$ cat src/apu_pkg.sv
`default_nettype none

package apu_pkg;

	localparam int data_w = 8;	// register and alu width
	localparam int gpr_n = 16;	// general registers
	localparam int op_w = 16;	// instruction word

	// halt instruction, also forced while apu_halt is high
	localparam logic [op_w-1:0] halt_op = '1;

	// opcode classes in bits 15..12
	localparam logic [3:0] cls_alu_imm = 4'd6;	// top of the imm range 0..6, fn in 14..12
	localparam logic [3:0] cls_unary = 4'd7;	// op in bits 7..6
	localparam logic [3:0] cls_alu_reg = 4'd8;	// fn in bits 6..4
	localparam logic [3:0] cls_jr = 4'd9;
	localparam logic [3:0] cls_out = 4'd10;
	localparam logic [3:0] cls_wait = 4'd11;

	// alu functions
	localparam logic [2:0] fn_ld = 3'd0;
	localparam logic [2:0] fn_and = 3'd1;
	localparam logic [2:0] fn_or = 3'd2;
	localparam logic [2:0] fn_xor = 3'd3;
	localparam logic [2:0] fn_add = 3'd4;
	localparam logic [2:0] fn_tst = 3'd5;	// and, flags only
	localparam logic [2:0] fn_cmp = 3'd6;	// sub, flags only
	localparam logic [2:0] fn_sub = 3'd7;	// reg form only

	// unary ops
	localparam logic [1:0] un_inc = 2'd0;
	localparam logic [1:0] un_dec = 2'd1;
	localparam logic [1:0] un_cpl = 2'd2;
	localparam logic [1:0] un_neg = 2'd3;

	// out ports, bits 7..4
	localparam logic [3:0] port_border = 4'd0;
	localparam logic [3:0] port_covox = 4'd1;
	localparam logic [3:0] port_timer = 4'd2;

	// wait pins, bits 4..0
	localparam logic [4:0] pin_one = 5'd0;
	localparam logic [4:0] pin_timer = 5'd1;

	typedef struct packed {
		logic z;
		logic c;	// carry or borrow
		logic n;	// result bit 7
	} alu_flags_t;

	typedef struct packed {
		logic [3:0] cls;
		logic [2:0] fn;
		logic [3:0] dst;
		logic [3:0] src;
		logic use_imm;
		logic [data_w-1:0] imm;	// also unary op and jump offset
		logic wr_dst;
		logic wr_flags;
		logic [3:0] port;
		logic port_wr;
		logic jr;
		logic [3:0] cond;
		logic wait_en;
		logic [4:0] pin;
		logic inv;
	} apu_ctrl_t;

endpackage

`default_nettype wire

$ cat src/apu_decode.sv
`timescale 1ns/100ps
`default_nettype none

module apu_decode (
	input wire [apu_pkg::op_w-1:0] opcode,
	output apu_pkg::apu_ctrl_t ctrl
);
	import apu_pkg::*;

	logic [3:0] cls;

	assign cls = opcode[15:12];

	always_comb
	begin
		ctrl = '0;
		// raw fields whose meaning depends on class
		ctrl.cls = cls;
		ctrl.dst = opcode[11:8];
		ctrl.src = opcode[3:0];
		ctrl.imm = opcode[7:0];
		ctrl.cond = opcode[11:8];
		ctrl.port = opcode[7:4];
		ctrl.pin = opcode[4:0];
		ctrl.inv = opcode[11];

		if (cls <= cls_alu_imm)
		begin
			ctrl.fn = opcode[14:12];	// same bits as class
			ctrl.use_imm = 1'b1;
			ctrl.wr_dst = (ctrl.fn != fn_tst) && (ctrl.fn != fn_cmp);
			ctrl.wr_flags = (ctrl.fn != fn_ld);
		end
		else
			case (cls)
				cls_unary:
				begin
					// op taken from imm[7:6] by the alu
					ctrl.wr_dst = 1'b1;
					ctrl.wr_flags = 1'b1;
				end
				cls_alu_reg:
				begin
					ctrl.fn = opcode[6:4];
					ctrl.wr_dst = (ctrl.fn != fn_tst) && (ctrl.fn != fn_cmp);
					ctrl.wr_flags = (ctrl.fn != fn_ld);
				end
				cls_jr:
					ctrl.jr = 1'b1;
				cls_out:
					ctrl.port_wr = 1'b1;	// port chosen in io
				cls_wait:
					ctrl.wait_en = 1'b1;
				default: ;	// nop and halt leave every enable low
			endcase
	end

endmodule

`default_nettype wire

$ cat config.mk
export PLATFORM = sky130hd
export DESIGN_NAME = apu_decode
export DESIGN_NICKNAME = d
export VERILOG_FILES = /design/src/apu_pkg.sv /design/src/apu_decode.sv
export SDC_FILE = /design/constraint.sdc
export NUM_CORES = 1
export LEC_CHECK = 0
export BUFFER_PORTS_ARGS = -buffer_cell sky130_fd_sc_hd__clkbuf_2
export CAP_MARGIN = 5
export CORE_UTILIZATION = 30
export DETAILED_ROUTE_END_ITERATION = 12
export PLACE_DENSITY = 0.78
export SYNTH_ARGS = -nofsm -noshare
export SYNTH_HDL_FRONTEND = slang
export SYNTH_SLANG_ARGS = --single-unit
$ cat constraint.sdc
create_clock -name vclk -period 1.31
set_input_delay 0.131 -clock vclk [all_inputs]
set_output_delay 0.131 -clock vclk [all_outputs]
set_load 0.05 [all_outputs]
==> results of run 1 <==
[power by group through the flow]
stage,sequential (mW),clock (mW),combinational [mW]
floorplan,0,0,0.386
detailed placement,0,0,0.227
CTS,0,0,0.228
global route,0,0,0.237
global placement,0,0,0.225
finish,0,0,0.226
[cells in the mapped netlist (all sizes together)]
library cell,number
o21ai,3
nand2,5
a21oi,2
nor3,3
a31oi,1
a211o,3
inv,2
xor2,1
nor2,1
nor3b,2
buf,37
a32o,1
o311ai,1
[what timing repair did]
item                       4_1_cts  5_1_grt
setup endpoints to repair        0        1
resized for setup                0        1
hold buffers                     0        0
[metal layers]
layer | track usage, % | wire [um] | vias to the layer above
met5 | 0 | 0 | -
met4 | 1.67 | 0 | 0
met3 | 0.556 | 115 | 0
met2 | 14.7 | 319 | 27
met1 | 11.2 | 302 | 130
li1 | - | - | 156
[cell families (layout without fill, tap and decap cells)]
logic type             count (synthesis)  after routing  synth area share (%)
AO/OA/AOI/OAI                         11             11                  17.9
buffers and inverters                 39             31                  64.1
XOR/XNOR                               1              1                  1.96
AND/OR/NAND/NOR                       11             11                  16.0
[worst max-delay path by stage]
stage / cells after the start / startpoint / to / slack [ns]
3_3_place_gp: 5 / opcode[12] / ctrl[17] / 0.12
4_1_cts: 5 / opcode[12] / ctrl[17] / 0.08
5_1_grt: 5 / opcode[12] / ctrl[17] / 0.007
2_1_floorplan: 2 / opcode[13] / ctrl[27] / -0.002
3_5_place_dp: 5 / opcode[12] / ctrl[17] / 0.08
6_report: 5 / opcode[12] / ctrl[17] / 0.11
[through the flow]
stage / util (%) / cell area (um^2) / setup TNS, ns / worst slack, ns
floorplan: - / 460 / -0.00186 / -0.00186
global placement: 26.0 / 350 / 0 / 0.122
detailed placement: 26.0 / 350 / 0 / 0.0832
CTS: 26.0 / 350 / 0 / 0.0758
global route: 26.0 / 350 / 0 / 0.00716
finish: 26.0 / 350 / 0 / 0.112
[layout make-up]
type / count / area [um^2]
inverter: 2 / 7.51
fill: 152 / 1000
multi-input combinational: 23 / 174
tap: 15 / 18.8
timing repair buffer: 29 / 150
==> reports/qor.yml, run 1 <==
status: "complete, no violations"
rows: 13
intPower_mw: 0.0506
crit_chain: "clkbuf_2 > nor3_4 > o311ai_1 > o21ai_1 > buf_2"
grt_pass1_vias: 243
drt_pass1_iterations: 4
vias: 313
synth_top_area_cell: "buf_4"
yosys-top-cells-area: "buf_4, a211o_1, nor3_4"
seqPwrFrac_pct: 0
ant_nets: 0
via_per_inst: 4.54
combPwrFrac_pct: 100.0
dp_cells: 69
crit_path_top_delay_cell: "buf_2"
post_cts_buffers: 0
syn_inst: 62
power_mw: 0.226
nNetsFinal: 72
min_period_over_period_pct: 91.5
drtIter0Drc: 14
switchingPower_mw: 0.175
cp_top_family: "buffers and inverters"
cp-start-kind: "primary input"
grt_util_all_layers_pct: 8.45
area_delta_synth_final_pct: -21.6
io_buffer_count: 27
hold_depth: 0
holdPathEnd: "ctrl[32]"
route.detailed.drc: 0
ir_drop_mv: 0.213
final_cell_mix: "clkbuf_2, nand2_1, a211o_1"
end_kind: "output port"
die-area_um2: 1650
arrival_ns: 1.07
layout_commonest_cell: "clkbuf_2"
relSlewSlack_pct: 81.4
rsz0062_at_grt: "false"
die_x_um: 40.6
design.seq.count: 0
fmax_ghz: 0.835
p_sw_share_pct: 77.6
synth_top_area_share_pct: 58.8
n_antenna_cell: 0
synth_area_um2: 447
cp_slowest_stage_delay_ns: 0.27
seq_area_frac_synth_pct: 0
drv_slew: 0
hold_slack_ns: 0.262
drv_cap: 0
synth_nets: 78
hpwl_um: 606
period_needed_ns: 1.20
gp_congestion: 0.668
crit_buf_inv: 2
ios: 59
hp-class: "primary input to output port"
hold_viol_final: 0
post_drt_wl_per_cell_um: 10.7
initial_utilization_pct: 33.1
setup_violations: 0
worstPathMaxFanout: 10
instances_no_fill: 69
p_leak_nw: 0.190
coreArea_um2: 1350
grt_overflow: 0
post_synth.cell_area_avg_um2: 7.20
worstMarginPinSlew_ns: 0.280
grt_antenna_before_repair: 0
min-delay-start: "opcode[8]"
power.density_nw_per_um2: 644
regArea_um2: 0
required_ns: 1.18
synth_cell_types: 20
die_h_um: 40.6
clkPwrFrac_pct: 0
nClkBuffers: 0
setup.worst_path.class: "primary input to output port"
finalWirelength_um: 737
grt_pass1_wl_um: 1030
final_layout_size_suffix_gt1_share_pct: 66.7
grt_start_max_net_pins: 11
yosysWarnings: 0
(Power assumes the default switching activity.)
==> run 2, diff against run 1 <==
--- a/config.mk
+++ b/config.mk
@@ -5,11 +5,13 @@
 export SDC_FILE = /design/constraint.sdc
 export NUM_CORES = 1
 export LEC_CHECK = 0
+export ABC_AREA = 1
 export BUFFER_PORTS_ARGS = -buffer_cell sky130_fd_sc_hd__clkbuf_2
 export CAP_MARGIN = 5
 export CORE_UTILIZATION = 30
 export DETAILED_ROUTE_END_ITERATION = 12
-export PLACE_DENSITY = 0.78
+export PLACE_DENSITY = 0.79
+export SETUP_SLACK_MARGIN = 0.15
 export SYNTH_ARGS = -nofsm -noshare
 export SYNTH_HDL_FRONTEND = slang
 export SYNTH_SLANG_ARGS = --single-unit
==> reports/qor.yml, run 2 <==
status: "complete, no violations"
crit_path_top_delay_cell: "clkbuf_4"
initial_utilization_pct: 32.5  # -0.61 points
seqPwrFrac_pct: 0  # unchanged
worstPathMaxFanout: 7  # -3
drtIter0Drc: 1  # -13
syn_inst: 69  # +11%
grt_start_max_net_pins: 8  # -3
cp-start-kind: "primary input"
hold_slack_ns: 0.262  # -0.00000600 ns
synth_nets: 85  # +9.0%
clkPwrFrac_pct: 0  # unchanged
period_needed_ns: 1.10  # -0.101 ns
grt_pass1_vias: 270  # +11%
setup_violations: 0  # unchanged
ios: 59  # unchanged
via_per_inst: 4.26  # -6.1%
io_buffer_count: 27  # unchanged
nNetsFinal: 80  # +11%
end_kind: "output port"
setup_ws_ns: 0.213  # +0.101 ns
layout_commonest_cell: "clkbuf_2"
arrival_ns: 0.97  # -0.10 ns
coreArea_um2: 1320  # -2.4%
combPwrFrac_pct: 100.0  # about the same
yosysWarnings: 0  # unchanged
final_layout_size_suffix_gt1_share_pct: 59.7  # -7.0 points
n_antenna_cell: 0  # unchanged
die_x_um: 39.8  # -2.0%
crit_chain: "clkbuf_2 > inv_2 > nand2_2 > nor2_4 > nand2_1 > o21ai_1 > clkbuf_4"
post_cts_buffers: 0  # unchanged
rows: 13  # unchanged
yosys-top-cells-area: "buf_4, nand2_1, nand2_2"
drv_cap: 0  # unchanged
dp_slack_ns: 0.156  # +0.0730 ns
grt_pass1_wl_um: 1050  # +1.9%
grt_antenna_before_repair: 0  # unchanged
post_drt_wl_per_cell_um: 9.35  # -12%
fmax_ghz: 0.911  # +9.2%
relSlewSlack_pct: 81.2  # -0.21 points
required_ns: 1.18  # about the same
ir_drop_mv: 0.157  # -26%
nClkBuffers: 0  # unchanged
drt_pass1_iterations: 3  # -1
route.detailed.drc: 0  # unchanged
cp_slowest_stage_delay_ns: 0.24  # -0.03 ns
seq_area_frac_synth_pct: 0  # unchanged
power_mw: 0.224  # -0.95%
ant_nets: 0  # unchanged
min_period_over_period_pct: 83.8  # -7.7 points
synth_top_area_share_pct: 59.6  # +0.83 points
p_leak_nw: 0.206  # +8.5%
synth_cell_types: 12  # -40%
final_cell_mix: "clkbuf_2, nand2_1"
worstMarginPinSlew_ns: 0.283  # +0.00309 ns
rsz0062_at_grt: "true"
hold_viol_final: 0  # unchanged
synth_most_common_cell: "buf_4"
crit_buf_inv: 3  # +1
drv_slew: 0  # unchanged
regArea_um2: 0  # unchanged
p_sw_share_pct: 78.0  # +0.39 points
grt_util_all_layers_pct: 8.95  # +0.51 points
synth_top_area_cell: "buf_4"
area_delta_synth_final_pct: -20.8
instances_no_fill: 77  # +12%
fin_area_um2: 339  # -3.2%
setup.worst_path.class: "primary input to output port"
design.seq.count: 0  # unchanged
grt_overflow: 0  # unchanged
cp_top_family: "buffers and inverters"
die-area_um2: 1580  # -4.0%
vias: 328  # +4.8%
synth_common_cells: "buf_4, nand2_1"
switchingPower_mw: 0.174  # -0.44%
power.density_nw_per_um2: 659  # +2.3%
hpwl_um: 631  # +4.1%
die_h_um: 39.8  # -2.0%
intPower_mw: 0.0493  # -2.7%
fill_cells: 156  # +2.6%
hp-class: "primary input to output port"
synth_area_um2: 428  # -4.2%
placed_area_um2: 327  # -6.8%
finalWirelength_um: 720  # -2.3%
dp_cells: 77  # +12%
gp_congestion: 0.775  # +16%
post_synth.cell_area_avg_um2: 6.20  # -14%
[run 2: cell count changes after synthesis, sizes merged]
| cell | delta |
|---|---|
| nand2 | +7 |
| inv | +6 |
| nand3 | +5 |
| a211o | -3 |
| buf | -3 |
| a21oi | -2 |
| nor3b | -2 |
| o21ai | +2 |
| a31oi | -1 |
| a32o | -1 |
| nand4 | +1 |
| o311ai | -1 |
| xor2 | -1 |
[run 2: per-stage QoR]
step	TNS [ns]	util (%)
finish	0	25.7
global route	0	25.7
CTS	0	24.8
detailed placement	0	24.8
global placement	0	24.8
floorplan	-0.368	-
[run 2: area by class of cell]
type	instances	area, um^2	area share (%)
multi-input cells	27	143	42.1
repair buffers	27	148	43.5
inverters	8	30.0	8.86
well taps	15	18.8	5.54
[run 2: power by group through the flow]
stage	registers (mW)	logic, mW	clock network [mW]
after global placement	0	0.217	0
after detailed placement	0	0.219	0
after global routing	0	0.238	0
final	0	0.224	0
after floorplan	0	0.375	0
after CTS	0	0.220	0
[run 2: per-layer routing]
metal / routed length [um] / track usage [%] / part of all wire, %
met5: 0 / 0 / 0
met2: 340 / 16.4 / 47
met3: 102 / 2.84 / 14
met4: 6 / 3.45 / 0.83
met1: 270 / 9.21 / 38
[run 2: timing repair]
action	in CTS	in global routing
resized for setup	0	11
endpoints found under the hold margin	0	0
endpoints found under the setup margin	0	5
hold buffers	0	0
[run 2: path summary, 6_finish.rpt]
kind | startpoint | end | slack, ns | cells past startpoint
worst min-delay path | opcode[9] | ctrl[8] | 0.26 | 0
worst max-delay path | opcode[14] | ctrl[37] | 0.21 | 7
[run 2: cell families (layout without fill, tap and decap cells)]
logic type      Yosys count  after routing  share of synthesized area, %
buf+inv                  42             35                          66.7
simple gates             22             22                          27.5
compound gates            5              5                          5.85
==> run 3, diff against run 2 <==
==> constraint.sdc (replaced) <==
create_clock -name vclk -period 1.08
set_input_delay 0.108 -clock vclk [all_inputs]
set_output_delay 0.108 -clock vclk [all_outputs]
set_load 0.05 [all_outputs]
==> reports/qor.yml, run 3 (synthesis gave the netlist of run 2 again) <==
die-area_um2: 1580  # unchanged
die_h_um: 39.8  # unchanged
route.detailed.drc: 0  # unchanged
drtIter0Drc: 1  # unchanged
cp-start-kind: "primary input"
hold_viol_final: 0  # unchanged
period_needed_ns: 0.887
min_period_over_period_pct: 82.2
layout_commonest_cell: "clkbuf_2"
worstPathMaxFanout: 7  # unchanged
setup.worst_path.class: "primary input to output port"
n_antenna_cell: 0  # unchanged
ant_nets: 0  # unchanged
hold_slack_ns: 0.216  # -0.0460 ns
rsz0062_at_grt: "true"
gp_congestion: 0.741  # -4.4%
initial_utilization_pct: 32.5  # unchanged
hp-class: "primary input to output port"
post_drt_wl_per_cell_um: 9.72  # +4.0%
design.seq.count: 0  # unchanged
status: "complete, no violations"
hpwl_um: 656  # +3.9%
final_util_pct: 45.6  # +20 points
fill_cells: 135  # -13%
via_per_inst: 4.31  # +1.3%
final_layout_size_suffix_gt1_share_pct: 76.1  # +16 points
nNetsFinal: 89  # +11%
grt_start_max_net_pins: 8  # unchanged
grt_pass1_vias: 303  # +12%
vias: 371  # +13%
finalWirelength_um: 836  # +16%
required_ns: 0.97  # -0.21 ns
nClkBuffers: 0  # unchanged
rows: 13  # unchanged
drv_slew: 0  # unchanged
regArea_um2: 0  # unchanged
end_kind: "output port"
grt_util_all_layers_pct: 10.3  # +1.3 points
coreArea_um2: 1320  # unchanged
setup_violations: 0  # unchanged
grt_overflow: 0  # unchanged
ios: 59  # unchanged
worstMarginPinSlew_ns: 0.277  # -0.00638 ns
fmax_ghz: 1.13
area_delta_synth_final_pct: 40.4
drt_pass1_iterations: 2  # -1
die_x_um: 39.8  # unchanged
power.density_nw_per_um2: 632  # -4.1%
grt_pass1_wl_um: 1170  # +12%
grt_antenna_before_repair: 0  # unchanged
relSlewSlack_pct: 81.6  # +0.42 points
ir_drop_mv: 0.253  # +61%
final_cell_mix: "clkbuf_2, buf_4, nand2_1"
p_leak_nw: 0.309  # +50%
io_buffer_count: 27  # unchanged
drv_cap: 0  # unchanged
arrival_ns: 0.78  # -0.19 ns
[run 3: repair_timing]
action	CTS	global route
resized for setup	28	23
endpoints found under the setup margin	8	8
pin swaps	3	2
buffers inserted	1	1
hold buffers	0	0
[run 3: power breakdown]
part	internal, mW	switching (mW)	total [mW]
sequential	0	0	0
combinational	0.133	0.247	0.380
clock	0	0	0
total	0.133	0.247	0.380
[run 3: final timing paths]
path / start / endpoint / slack (ns) / cells past startpoint
worst min-delay path: opcode[9] / ctrl[33] / 0.22 / 0
worst max-delay path: opcode[14] / ctrl[18] / 0.19 / 7
[run 3: layer usage]
| layer | GRT usage [%] | wire length (um) | up-vias | share of wire (%) |
|---|---|---|---|---|
| li1 | - | - | 187 | - |
| met2 | 20.1 | 449 | 17 | 54 |
| met1 | 11.6 | 299 | 167 | 36 |
| met4 | 2.59 | 0 | 0 | 0 |
| met5 | 0 | 0 | - | 0 |
| met3 | 0.568 | 87 | 0 | 10 |
[run 3: metrics by stage]
stage / power (mW) / TNS [ns] / worst slack, ns / area [um^2] / std cells
global placement: 0.294 / 0 / 0.0364 / 413 / 84
global route: 0.401 / 0 / 0.135 / 601 / 86
detailed placement: 0.296 / 0 / 0.0101 / 413 / 84
floorplan: 0.464 / -0.00421 / -0.00140 / 462 / 69
finish: 0.380 / 0 / 0.193 / 601 / 86
CTS: 0.349 / 0 / 0.128 / 544 / 85
[run 3: area by class of cell]
class	instances	area [um^2]	share of cell area (%)
Inverter	8	55.1	9.17
Multi-Input combinational cell	27	206	34.4
Tap cell	15	18.8	3.13
Timing Repair Buffer	36	320	53.3
[run 3: critical path: stages]
cell     delay [ns]
buf_12         0.10
nand3_1        0.10
nand2_2        0.13
inv_2          0.05
nand2_2        0.06
nand3_2        0.07
buf_8          0.15
