$ cat src/apu_pkg.sv
`default_nettype none

package apu_pkg;

	localparam int data_w = 8;	// register and alu width
	localparam int gpr_n = 16;	// general registers
	localparam int op_w = 16;	// instruction word

	// halt instruction, also forced while apu_halt is high
	localparam logic [op_w-1:0] halt_op = '1;

	// opcode classes in bits 15..12
	localparam logic [3:0] cls_alu_imm = 4'd6;	// top of the imm range 0..6, fn in 14..12
	localparam logic [3:0] cls_unary = 4'd7;	// op in bits 7..6
	localparam logic [3:0] cls_alu_reg = 4'd8;	// fn in bits 6..4
	localparam logic [3:0] cls_jr = 4'd9;
	localparam logic [3:0] cls_out = 4'd10;
	localparam logic [3:0] cls_wait = 4'd11;

	// alu functions
	localparam logic [2:0] fn_ld = 3'd0;
	localparam logic [2:0] fn_and = 3'd1;
	localparam logic [2:0] fn_or = 3'd2;
	localparam logic [2:0] fn_xor = 3'd3;
	localparam logic [2:0] fn_add = 3'd4;
	localparam logic [2:0] fn_tst = 3'd5;	// and, flags only
	localparam logic [2:0] fn_cmp = 3'd6;	// sub, flags only
	localparam logic [2:0] fn_sub = 3'd7;	// reg form only

	// unary ops
	localparam logic [1:0] un_inc = 2'd0;
	localparam logic [1:0] un_dec = 2'd1;
	localparam logic [1:0] un_cpl = 2'd2;
	localparam logic [1:0] un_neg = 2'd3;

	// out ports, bits 7..4
	localparam logic [3:0] port_border = 4'd0;
	localparam logic [3:0] port_covox = 4'd1;
	localparam logic [3:0] port_timer = 4'd2;

	// wait pins, bits 4..0
	localparam logic [4:0] pin_one = 5'd0;
	localparam logic [4:0] pin_timer = 5'd1;

	typedef struct packed {
		logic z;
		logic c;	// carry or borrow
		logic n;	// result bit 7
	} alu_flags_t;

	typedef struct packed {
		logic [3:0] cls;
		logic [2:0] fn;
		logic [3:0] dst;
		logic [3:0] src;
		logic use_imm;
		logic [data_w-1:0] imm;	// also unary op and jump offset
		logic wr_dst;
		logic wr_flags;
		logic [3:0] port;
		logic port_wr;
		logic jr;
		logic [3:0] cond;
		logic wait_en;
		logic [4:0] pin;
		logic inv;
	} apu_ctrl_t;

endpackage

`default_nettype wire

$ cat src/apu_regs.sv
`timescale 1ns/100ps
`default_nettype none

module apu_regs (
	input wire clk,
	input wire arst_n,
	input wire apu_pkg::apu_ctrl_t ctrl,
	input wire [apu_pkg::data_w-1:0] alu_res,
	input wire apu_pkg::alu_flags_t alu_flags,
	output logic [apu_pkg::data_w-1:0] rd_dst,
	output logic [apu_pkg::data_w-1:0] rd_src,
	output apu_pkg::alu_flags_t flags
);
	import apu_pkg::*;

	logic [data_w-1:0] gpr [gpr_n];

	// async read ports, dst doubles as out source
	assign rd_dst = gpr[ctrl.dst];
	assign rd_src = gpr[ctrl.src];

	always_ff @(posedge clk or negedge arst_n)
		if (!arst_n)
		begin
			for (int i = 0; i < gpr_n; i++)
				gpr[i] <= '0;
			flags <= '0;
		end
		else
		begin
			if (ctrl.wr_dst)
				gpr[ctrl.dst] <= alu_res;
			if (ctrl.wr_flags)
				flags <= alu_flags;	// z c n together
		end

endmodule

`default_nettype wire

$ cat config.mk
export PLATFORM = sky130hd
export DESIGN_NAME = apu_regs
export DESIGN_NICKNAME = d
export VERILOG_FILES = /design/src/apu_pkg.sv /design/src/apu_regs.sv
export SDC_FILE = /design/constraint.sdc
export NUM_CORES = 1
export LEC_CHECK = 0
export BUFFER_PORTS_ARGS = -buffer_cell sky130_fd_sc_hd__buf_2
export CAP_MARGIN = 20
export CORE_AREA = 2 2 122 124
export CTS_CLUSTER_DIAMETER = 30
export DETAILED_ROUTE_END_ITERATION = 10
export DIE_AREA = 0 0 124 126
export GPL_TIMING_DRIVEN = 1
export PLACE_DENSITY_LB_ADDON = 0.2
export SLEW_MARGIN = 20
export SYNTH_ARGS = -nofsm -noshare
export SYNTH_HDL_FRONTEND = slang
export SYNTH_SLANG_ARGS = --single-unit
$ cat constraint.sdc
create_clock -name clk -period 1.63 [get_ports clk]
set_input_delay 0.0815 -clock clk [delete_from_list [all_inputs] [get_ports clk]]
set_output_delay 0.0815 -clock clk [all_outputs]
set_load 0.02 [all_outputs]
==> metrics.txt, run 1 <==
outcome=finished with violations; failing checks=setup timing; syn_nets=498; Critical Path, Cell by Cell=mux4_2 > a22oi_2 > nand2_1 > buf_2; synthesized area=7019 um^2; die width=124 um; Vias=4470; Setup crit end kind=output port; RePlAce Congestion=0.8720; crit path from=gpr[109]$_DFFE_PN0P_; share of the yosys chip area belonging to registers=46.70%; cells on worst reg2reg path=2; Cells after Synth=442; area share of the largest cell type after synthesis=46.70%; Hold Path End=gpr[125]$_DFFE_PN0P_; Tmin final=1.881 ns; Main synth FF type=dfrtp_1; number of DRC markers in iteration 0=371; synth top area cells=dfrtp_1 47%, mux4_2 21%, mux2_2 20%; Hold Fails Final Rpt=0; Area Overhead vs Synth=23.21%; FFs w/ async S/R, synth=100.0%; CTS tree=yes; Die H=126 um; Total Routing Usage GR=26.03%; Final Skew=0 ns; largest net degree at the start of global routing=54; Synth Warn #=0; cell with the most instances after synthesis=dfrtp_1; most frequent cells after synthesis=131 x dfrtp_1, 123 x mux2_2, 64 x mux4_2; R2R Setup Slk=0.31 ns; H-tree lvl count=4; Clk pin slew, worst setup/hold paths=0.06 ns; clk buf depth=2; final core utilization=60.42%; Routed WL=18400 um; HP Class=primary input to flip-flop; post-synth cell types=27; Syn Area/Cell=15.88 um^2; Post-synth EDFFs=0; WP buf/inv=1; first-pass GRT wire length=29040 um; routed wire length per instance=25.38 um; share of cells above drive strength 1=66.05%; initial core utilization=49.04%; setup TNS=-2.849 ns; Hold Path Cell Cnt=2; # fillers=1108; setup ws final=-0.2511 ns; maximum clock rate=0.5316 GHz; CP Launch Type=flip-flop; flops & latches, synth=131; Crit-path slowest cell=mux4_2; Core ar.=14310 um^2; cell family with most CP delay=multiplexers; grt ovf=0; Critical R2R Launch=flags[2]$_DFFE_PN0P_; Slew @ Worst Pin=1.181 ns; clock latency on the worst-skew pair=0.41 ns; area leader, netlist=dfrtp_1; Buffers on Ports=41; max-slew violations=0; CTS Sinks=131; drt first pass iters=5; CP max stage delay=0.48 ns; setup repair after global routing missed its margin=true; initial antenna violation count=2; relative slew slack=21.09%; PD cells=1306 nW/um^2; VDD IR-drop max=897.5 uV; number of global-route vias before repair=4987; fin crit share=115.4%; HPWL after detailed placement=12260 um; antenna viol nets, final=0; Post-route DRC=0; Required @ worst endpoint=1.55 ns; leakage=0.003663 uW; peak fanout along the critical path=3; vias per cell=6.166; clk root buf=clkbuf_16; min-delay src=alu_res[5]; # rows=44; Crit Path Category=flip-flop to output port; critical path arrival=1.80 ns; Final Setup Violations=16; die area=15620 um^2; Max Cap Viol=0; reg2reg end=flags[2]$_DFFE_PN0P_; Top Ports=75; NumNets Final=582; cts bufs inserted=17
routing by layer:
layer	global-route usage, %	vias up	part of all wire [%]
met4	10.18	0	2.9
li1	-	1911	-
met2	40.82	141	50
met3	6.250	35	6.2
met1	35.27	2383	41
met5	0	-	0
flip-flops by register name, summed over array words and instances, names as in the netlist:
name	flops
flags	3
gpr	128
through the flow:
stage / instances / total power (uW) / worst slack [ns] / hold slack, ns / cell area (um^2)
CTS: 721 / 11320 / -0.2579 / 0.1007 / 8588
global placement: 682 / 6921 / -0.1377 / 0.03333 / 7767
global route: 723 / 11810 / -0.3105 / 0.1406 / 8643
floorplan: 442 / 6269 / 0.1730 / -0.2141 / 7019
finish: 725 / 11290 / -0.2511 / 0.1241 / 8648
detailed placement: 682 / 7039 / -0.07003 / 0.03282 / 7767
kinds of logic after synthesis:
| logic type | Yosys count | synth area share, % |
|---|---|---|
| AOI/OAI and AO/OA | 32 | 3.422 |
| buffers and inverters | 35 | 3.244 |
| and+or+nand+nor | 49 | 4.652 |
| DFF | 131 | 46.70 |
| muxes | 195 | 41.98 |
how the worst max path moves through the flow:
stage	to	depth (start not counted)	slack (ns)
floorplan	rd_src[1]	5	0.17
global placement	rd_src[5]	5	-0.14
detailed placement	rd_src[5]	5	-0.07
CTS	rd_src[5]	4	-0.26
global route	rd_src[5]	4	-0.31
finish	rd_src[5]	4	-0.25
final cells by class:
class                           count  area (um^2)  area share [%]
Sequential cell                   131         3278           37.91
Timing Repair Buffer              100        887.1           10.26
Antenna cell                        2        5.005         0.05787
Clock inverter                     10        152.6           1.765
Multi-Input combinational cell    276         3611           41.75
Tap cell                          184        230.2           2.662
Clock buffer                       22        484.2           5.599
cells in the final DEF, fill, tap and decap left out, types with 9 or more instances in the layout:
cell and n:
dfrtp_1 131, mux2_2 123, mux4_2 64, buf_4 40
buf_2 31, a22oi_2 18, clkbuf_16 17, nand2_1 15
a22oi_1 14, buf_12 13, buf_6 9
where the power goes:
| group | leakage [uW] | internal [uW] | total, uW | switching (uW) |
|---|---|---|---|---|
| logic | 0.00174 | 1620 | 2660 | 1040 |
| registers | 0.00160 | 4010 | 4540 | 526 |
| clock network | 0.000316 | 2710 | 4100 | 1390 |
| total | 0.00366 | 8340 | 11300 | 2950 |
timing repair:
item / CTS / global route
setup buffers: 0 / 2
resized for setup: 30 / 9
setup endpoints to repair: 16 / 16
hold buffers: 7 / 0
hold endpoints to repair: 134 / 0
pin swaps: 20 / 10
No activity file was read; power rests on OpenSTA's default activity.
==> inputs of run 2 (changes only) <==
- ABC_AREA: unset -> 1
- CORE_AREA: 2 2 122 124 -> 2 2 128 130
- DIE_AREA: 0 0 124 126 -> 0 0 130 132
==> run 2 against run 1 <==
Against the previous run: the flow now finishes without violations; via count grew 74%; maximum frequency grew 17%; hold slack lost 0.11 ns; utilization is essentially flat; register-to-register slack gained 0.02 ns; final area grew 9.8%; sequential power shrank 2%; combinational power grew 3%; worst setup slack gained 0.27 ns; highest routed layer unchanged.
==> metrics.txt, run 2 <==
max reg flops=128 (unchanged); commonest non-fill, non-tap cell in the layout=nand2_1 (was dfrtp_1); Cells after Synth=1216 (was 442); Worst path most repeated cell=nand3_2; setup repair after global routing missed its margin=true (unchanged); Critical Path, Cell by Cell=or2_4 > nand3_2 > nand3_2 > nand3_2 > nand2_2 > buf_6 (was mux4_2 > a22oi_2 > nand2_1 > buf_2); Crit-path slowest cell=dfrtp_1 (was mux4_2); most frequent cells after synthesis=624 x nand2_1, 136 x inv_1, 131 x dfrtp_1 (was 131 x dfrtp_1, 123 x mux2_2, 64 x mux4_2); Post-route DRC=0 (unchanged); Core ar.=15710 um^2 (was 14310 um^2); area share of the largest cell type after synthesis=42.26% (was 46.70%); hold slack=0.01752 ns (was 0.1241 ns); Area Overhead vs Synth=22.35% (was 23.21%); synthesized area=7757 um^2 (was 7019 um^2); relative slew slack=69.23% (was 21.09%); routed wire length per instance=15.99 um (was 25.38 um); leakage=0.005063 uW (was 0.003663 uW); Clk pin slew, worst setup/hold paths=0.06 ns (about the same); number of DRC markers in iteration 0=859 (was 371); Crit Path Category=flip-flop to output port (unchanged); VDD IR-drop max=898.4 uV (was 897.5 uV); flops & latches, synth=131 (unchanged); share of cells above drive strength 1=13.94% (was 66.05%); Required @ worst endpoint=1.55 ns (about the same); critical path arrival=1.53 ns (was 1.80 ns); highest-count cells in the layout ignoring fill and taps=605 x nand2_1, 134 x inv_1, 131 x dfrtp_1 (was 131 x dfrtp_1, 123 x mux2_2, 64 x mux4_2); post-synth cell types=20 (was 27); area leader, netlist=dfrtp_1 (unchanged); clock latency on the worst-skew pair=0.43 ns (was 0.41 ns); P_int=7289 uW (was 8340 uW); Syn Area/Cell=6.379 um^2 (was 15.88 um^2); PD cells=1139 nW/um^2 (was 1306 nW/um^2); cell with the most instances after synthesis=nand2_1 (was dfrtp_1); CP Launch Type=flip-flop (unchanged); fin crit share=98.58% (was 115.4%); largest net degree at the start of global routing=51 (was 54); number of global-route vias before repair=7226 (was 4987); Hold Fails Final Rpt=0 (unchanged); R2R Setup Slk=0.33 ns (was 0.31 ns); vias per cell=5.167 (was 6.166); Total Routing Usage GR=29.74% (was 26.03%); FFs w/ async S/R, synth=100.0% (unchanged); Final Setup Violations=0 (was 16); HP Class=primary input to flip-flop (unchanged); Tmin final=1.607 ns (was 1.881 ns); HPWL after detailed placement=15840 um (was 12260 um); Slew @ Worst Pin=0.4611 ns (was 1.181 ns); logic gate share of total power=25.4% (was 23.6%); clk root buf=clkbuf_16 (unchanged); WP buf/inv=1 (unchanged); sw frac=32.55% (was 26.16%); register bank with the most flops=gpr (unchanged); syn_nets=1272 (was 498); ANT cells=0 (was 2); drt first pass iters=5 (unchanged); Buffers on Ports=41 (unchanged); Synth Warn #=0 (unchanged); # rows=46 (was 44); RePlAce Congestion=0.8498 (was 0.8720); initial antenna violation count=0 (was 2); Routed WL=24100 um (was 18400 um); Main synth FF type=dfrtp_1 (unchanged); maximum clock rate=0.6224 GHz (was 0.5316 GHz); outcome=completed (was finished with violations); share of the yosys chip area belonging to registers=42.26% (was 46.70%); CTS Sinks=131 (unchanged); Top Ports=75 (unchanged); Final Skew=0 ns (unchanged); Post-synth EDFFs=0 (unchanged); cts bufs inserted=17 (unchanged); Setup crit end kind=output port (unchanged); die width=130 um (was 124 um); grt ovf=0 (unchanged); peak fanout along the critical path=2 (was 3); Largest regs=gpr x128, flags x3 (unchanged); NetSw=3517 uW (was 2955 uW); Max Cap Viol=0 (unchanged); NumNets Final=1335 (was 582); cell family with most CP delay=simple AND/OR/NAND/NOR gates (was multiplexers); max-slew violations=0 (unchanged); first-pass GRT wire length=38950 um (was 29040 um); final core utilization=60.41% (was 60.42%); CP max stage delay=0.40 ns (was 0.48 ns); clk buf depth=2 (unchanged); synth top area cells=dfrtp_1 42%, nand2_1 30%, o21ai_0 6.7% (was dfrtp_1 47%, mux4_2 21%, mux2_2 20%); die area=17160 um^2 (was 15620 um^2); initial core utilization=49.37% (was 49.04%); Die H=132 um (was 126 um); Vias=7787 (was 4470); H-tree lvl count=4 (unchanged); Seq pwr share=41.1% (was 40.2%); CTS tree=yes (unchanged); clock power share=33.5% (was 36.3%); antenna viol nets, final=0 (unchanged)
-- run 2: cell types whose count changed after synthesis, sizes merged, moves of 32 or more --
cell and delta:
o21ai +136, nand3 +98, a22oi -32, mux2 -128, inv +139, mux4 -64
nand2 +610
-- run 2: worst min-delay path: stages --
cell     delay (ns)
buf_2          0.17
nand2_1        0.08
o21ai_0        0.06
-- run 2: cell type report --
class / instances / area (um^2)
sequential: 131 / 3278
multi-input combinational: 881 / 3859
clock buffer: 26 / 499.2
clock inverter: 5 / 50.05
timing repair buffer: 107 / 1006
tap: 216 / 270.3
inverter: 141 / 529.3
fill: 1492 / 6221
-- run 2: kinds of logic (layout without fill, tap and decap cells) --
logic type	count (synthesis)	after routing	share of synthesized area (%)
AO/OA/AOI/OAI	136	136	8.774
buffers and inverters	204	279	10.35
flip-flops	131	131	42.26
AND/OR/NAND/NOR	742	742	38.18
multiplexers	3	3	0.4355
-- run 2: timing repair --
item / 4_1_cts / 5_1_grt
pin swaps: 3 / 20
gates resized for setup: 18 / 62
setup buffers: 2 / 6
hold buffers: 13 / 0
hold endpoints to repair: 158 / 0
setup endpoints to repair: 6 / 15
-- run 2: metrics by stage --
step,cell area (um^2),TNS (ns),cells,setup slack [ns],total power [uW]
after floorplan,7757,0,1216,0.4967,6112
after global placement,8491,0,1455,0.2059,6875
after detailed placement,8491,0,1455,0.2015,6936
after CTS,9249,0,1501,0.001611,10670
after global routing,9492,-0.2817,1507,-0.08197,11510
final,9492,0,1507,0.02321,10810
-- run 2: metal layers --
layer	track usage, %	vias up	part of all wire [%]
met5	0	-	0
met4	6.930	0	1.7
met3	7.589	28	10
met2	45.81	346	45
met1	42.18	3567	43
li1	-	3846	-
-- run 2: power groups by stage --
stage	Clock, uW	Combinational [uW]	Sequential [uW]
floorplan	0	1750	4360
global placement	0	2410	4470
detailed placement	0	2470	4470
CTS	3680	2560	4430
global route	3830	3140	4540
finish	3620	2750	4440
-- run 2: final timing paths --
kind,start,to,cells past startpoint
max,gpr[31]$_DFFE_PN0P_,rd_src[7],6
min,alu_res[6],gpr[22]$_DFFE_PN0P_,3
max reg2reg,flags[1]$_DFFE_PN0P_,flags[1]$_DFFE_PN0P_,2
min reg2reg,gpr[119]$_DFFE_PN0P_,gpr[119]$_DFFE_PN0P_,2
max in group asynchronous,arst_n,gpr[104]$_DFFE_PN0P_,3
min in group asynchronous,arst_n,gpr[41]$_DFFE_PN0P_,2
==> inputs of run 3 (changes only) <==
- CORE_AREA: 2 2 128 130 -> 2 2 117 142
- DIE_AREA: 0 0 130 132 -> 0 0 119 144
==> run 3 against run 2 <==
Against the previous run: the flow now finishes with violations (setup timing); final cell count shrank 0.73%; hold slack better by 0.10 ns; sequential power hardly changed; sequential share of layout area rose by 0.41 points; clock power up 3%; final area decreased by 1.2%; combinational power down 3%; clock-buffer cell count fell by 3; utilization shrank 1.4 points; routed wire length rose by 1.7%; clock skew stayed put; largest cell class unchanged.
==> metrics.txt, run 3 (synthesis results as in run 2) <==
number of DRC markers in iteration 0=762 (was 859); Final Non-Filler Cells=1496 (was 1507); met1 GRT Util=38.77% (was 42.18%); Area Overhead vs Synth=20.90% (was 22.35%); max-slew violations=0 (unchanged); Max Cap Viol=0 (unchanged); grt ovf=0 (unchanged); clock latency on the worst-skew pair=0.43 ns (about the same); HPWL after detailed placement=15630 um (was 15840 um); HP Class=primary input to asynchronous set/reset pin (was primary input to flip-flop); maximum clock rate=0.6108 GHz (was 0.6224 GHz); GRT busiest layer=met2 (unchanged); Seq pwr share=41.0% (was 41.1%); fin crit share=100.4% (was 98.58%); Largest regs=gpr x128, flags x3 (unchanged); ANT cells=0 (unchanged); VDD IR-drop max=734.4 uV (was 898.4 uV); Core ar.=15890 um^2 (was 15710 um^2); # fillers=1495 (was 1492); Die H=144 um (was 132 um); final core utilization=59.03% (was 60.41%); Total Routing Usage GR=29.60% (was 29.74%); Final Skew=0 ns (unchanged); met3 Use GR=6.349% (was 7.589%); drt first pass iters=8 (was 5); Top Ports=75 (unchanged); # rows=51 (was 46); met2 Use GR=48.97% (was 45.81%); Hold Fails Final Rpt=0 (unchanged); Post-route DRC=0 (unchanged); peak fanout along the critical path=3 (was 2); leakage=0.005027 uW (was 0.005063 uW); relative slew slack=68.71% (was 69.23%); Setup crit end kind=output port (unchanged); logic gate share of total power=24.7% (was 25.4%); PD cells=1156 nW/um^2 (was 1139 nW/um^2); die width=119 um (was 130 um); largest net degree at the start of global routing=55 (was 51); critical path arrival=1.56 ns (was 1.53 ns); Final Setup Violations=1 (was 0); share of cells above drive strength 1=13.08% (was 13.94%); number of global-route vias before repair=7191 (was 7226); initial antenna violation count=0 (unchanged); sw frac=32.24% (was 32.55%); outcome=finished with violations (was completed); clk buf depth=2 (unchanged); CTS tree=yes (unchanged); routed wire length per instance=16.38 um (was 15.99 um); Required @ worst endpoint=1.55 ns (about the same); cts bufs inserted=17 (unchanged); first-pass GRT wire length=38630 um (was 38950 um); die area=17140 um^2 (was 17160 um^2); clk root buf=clkbuf_16 (unchanged); Slew @ Worst Pin=0.4664 ns (was 0.4611 ns); CP Launch Type=flip-flop (unchanged); Buffers on Ports=41 (unchanged); NetSw=3496 uW (was 3517 uW); Clk pin slew, worst setup/hold paths=0.06 ns (about the same); setup repair after global routing missed its margin=true (unchanged); highest-count cells in the layout ignoring fill and taps=608 x nand2_1, 135 x inv_1, 131 x dfrtp_1 (was 605 x nand2_1, 134 x inv_1, 131 x dfrtp_1); setup ws final=-0.007332 ns (was 0.02321 ns); design area=9379 um^2 (was 9492 um^2); placed cells=1447 (was 1455); Vias=7797 (was 7787); vias per cell=5.212 (was 5.167); Tmin final=1.637 ns (was 1.607 ns); register bank with the most flops=gpr (unchanged); failing checks=setup timing; antenna viol nets, final=0 (unchanged); CTS Sinks=131 (unchanged); Routed WL=24510 um (was 24100 um); RePlAce Congestion=0.8511 (was 0.8498); setup TNS=-0.007332 ns (was 0 ns); H-tree lvl count=4 (unchanged); Tot Pwr=10840 uW (was 10810 uW); max reg flops=128 (unchanged); clock power share=34.3% (was 33.5%); NumNets Final=1330 (was 1335); P_int=7347 uW (was 7289 uW); initial core utilization=48.82% (was 49.37%); Crit Path Category=flip-flop to output port (unchanged); Placed Area=8418 um^2 (was 8491 um^2); commonest non-fill, non-tap cell in the layout=nand2_1 (unchanged)
-- run 3: cell count changes in the layout (fill, tap and decap cells not counted), sizes merged --
cell         previous run  this run
buf                    94        87
clkbuf                 26        23
dlygate4sd3            13        15
bufinv                  1         2
-- run 3: worst paths after layout --
kind / start / to / slack (ns) / depth (start not counted)
max: gpr[90]$_DFFE_PN0P_ / rd_src[2] / -0.007 / 6
min: arst_n / flags[2]$_DFFE_PN0P_ / 0.12 / 2
max reg2reg: flags[2]$_DFFE_PN0P_ / flags[2]$_DFFE_PN0P_ / 0.32 / 2
min reg2reg: gpr[115]$_DFFE_PN0P_ / gpr[115]$_DFFE_PN0P_ / 0.51 / 2
max in group asynchronous: arst_n / gpr[52]$_DFFE_PN0P_ / 0.91 / 3
min in group clk: ctrl[18] / gpr[115]$_DFFE_PN0P_ / 0.25 / 4
-- run 3: through the flow --
stage          hold WS [ns]  setup slack (ns)
6_report             0.1220         -0.007332
5_1_grt              0.1522          -0.08379
4_1_cts              0.1252         -0.009281
3_5_place_dp       0.008557            0.1602
3_3_place_gp       0.004522            0.1903
2_1_floorplan       -0.2141            0.4967
-- run 3: final cells by class --
| class | instances | area (um^2) | area share (%) |
|---|---|---|---|
| inverter | 141 | 529.3 | 5.643 |
| multi-input combinational | 881 | 3825 | 40.78 |
| sequential | 131 | 3278 | 34.95 |
| tap | 212 | 265.3 | 2.828 |
| clock inverter | 6 | 80.08 | 0.8538 |
| timing repair buffer | 102 | 923.4 | 9.845 |
| clock buffer | 23 | 478.0 | 5.096 |
-- run 3: repair_timing --
action / 4_1_cts / 5_1_grt
hold endpoints to repair: 157 / 0
resized for setup: 15 / 55
hold buffers: 15 / 0
endpoints found under the setup margin: 4 / 13
pin swaps: 4 / 13
buffers inserted: 2 / 3
-- run 3: metal layers --
layer  share of wire, %  wire [um]  up-vias
li1                   -          -     3838
met1                 42      10400     3585
met2                 48      11690      333
met3                8.0       1964       41
met4                1.8        448        0
met5                  0          0        -
-- run 3: critical path, cell delays in order, from the launching register on --
cell and delay, ns:
dfrtp_1 0.40, or2_2 0.29, nand3_2 0.07, nand3_2 0.07
nand3_2 0.09, nand2_2 0.07, buf_6 0.13
-- run 3: power by group through the flow --
stage	logic, uW	clock network (uW)	registers [uW]
after floorplan	1750	0	4360
after global placement	2380	0	4460
after detailed placement	2430	0	4470
after CTS	2530	3740	4430
after global routing	3070	3890	4530
final	2680	3720	4440
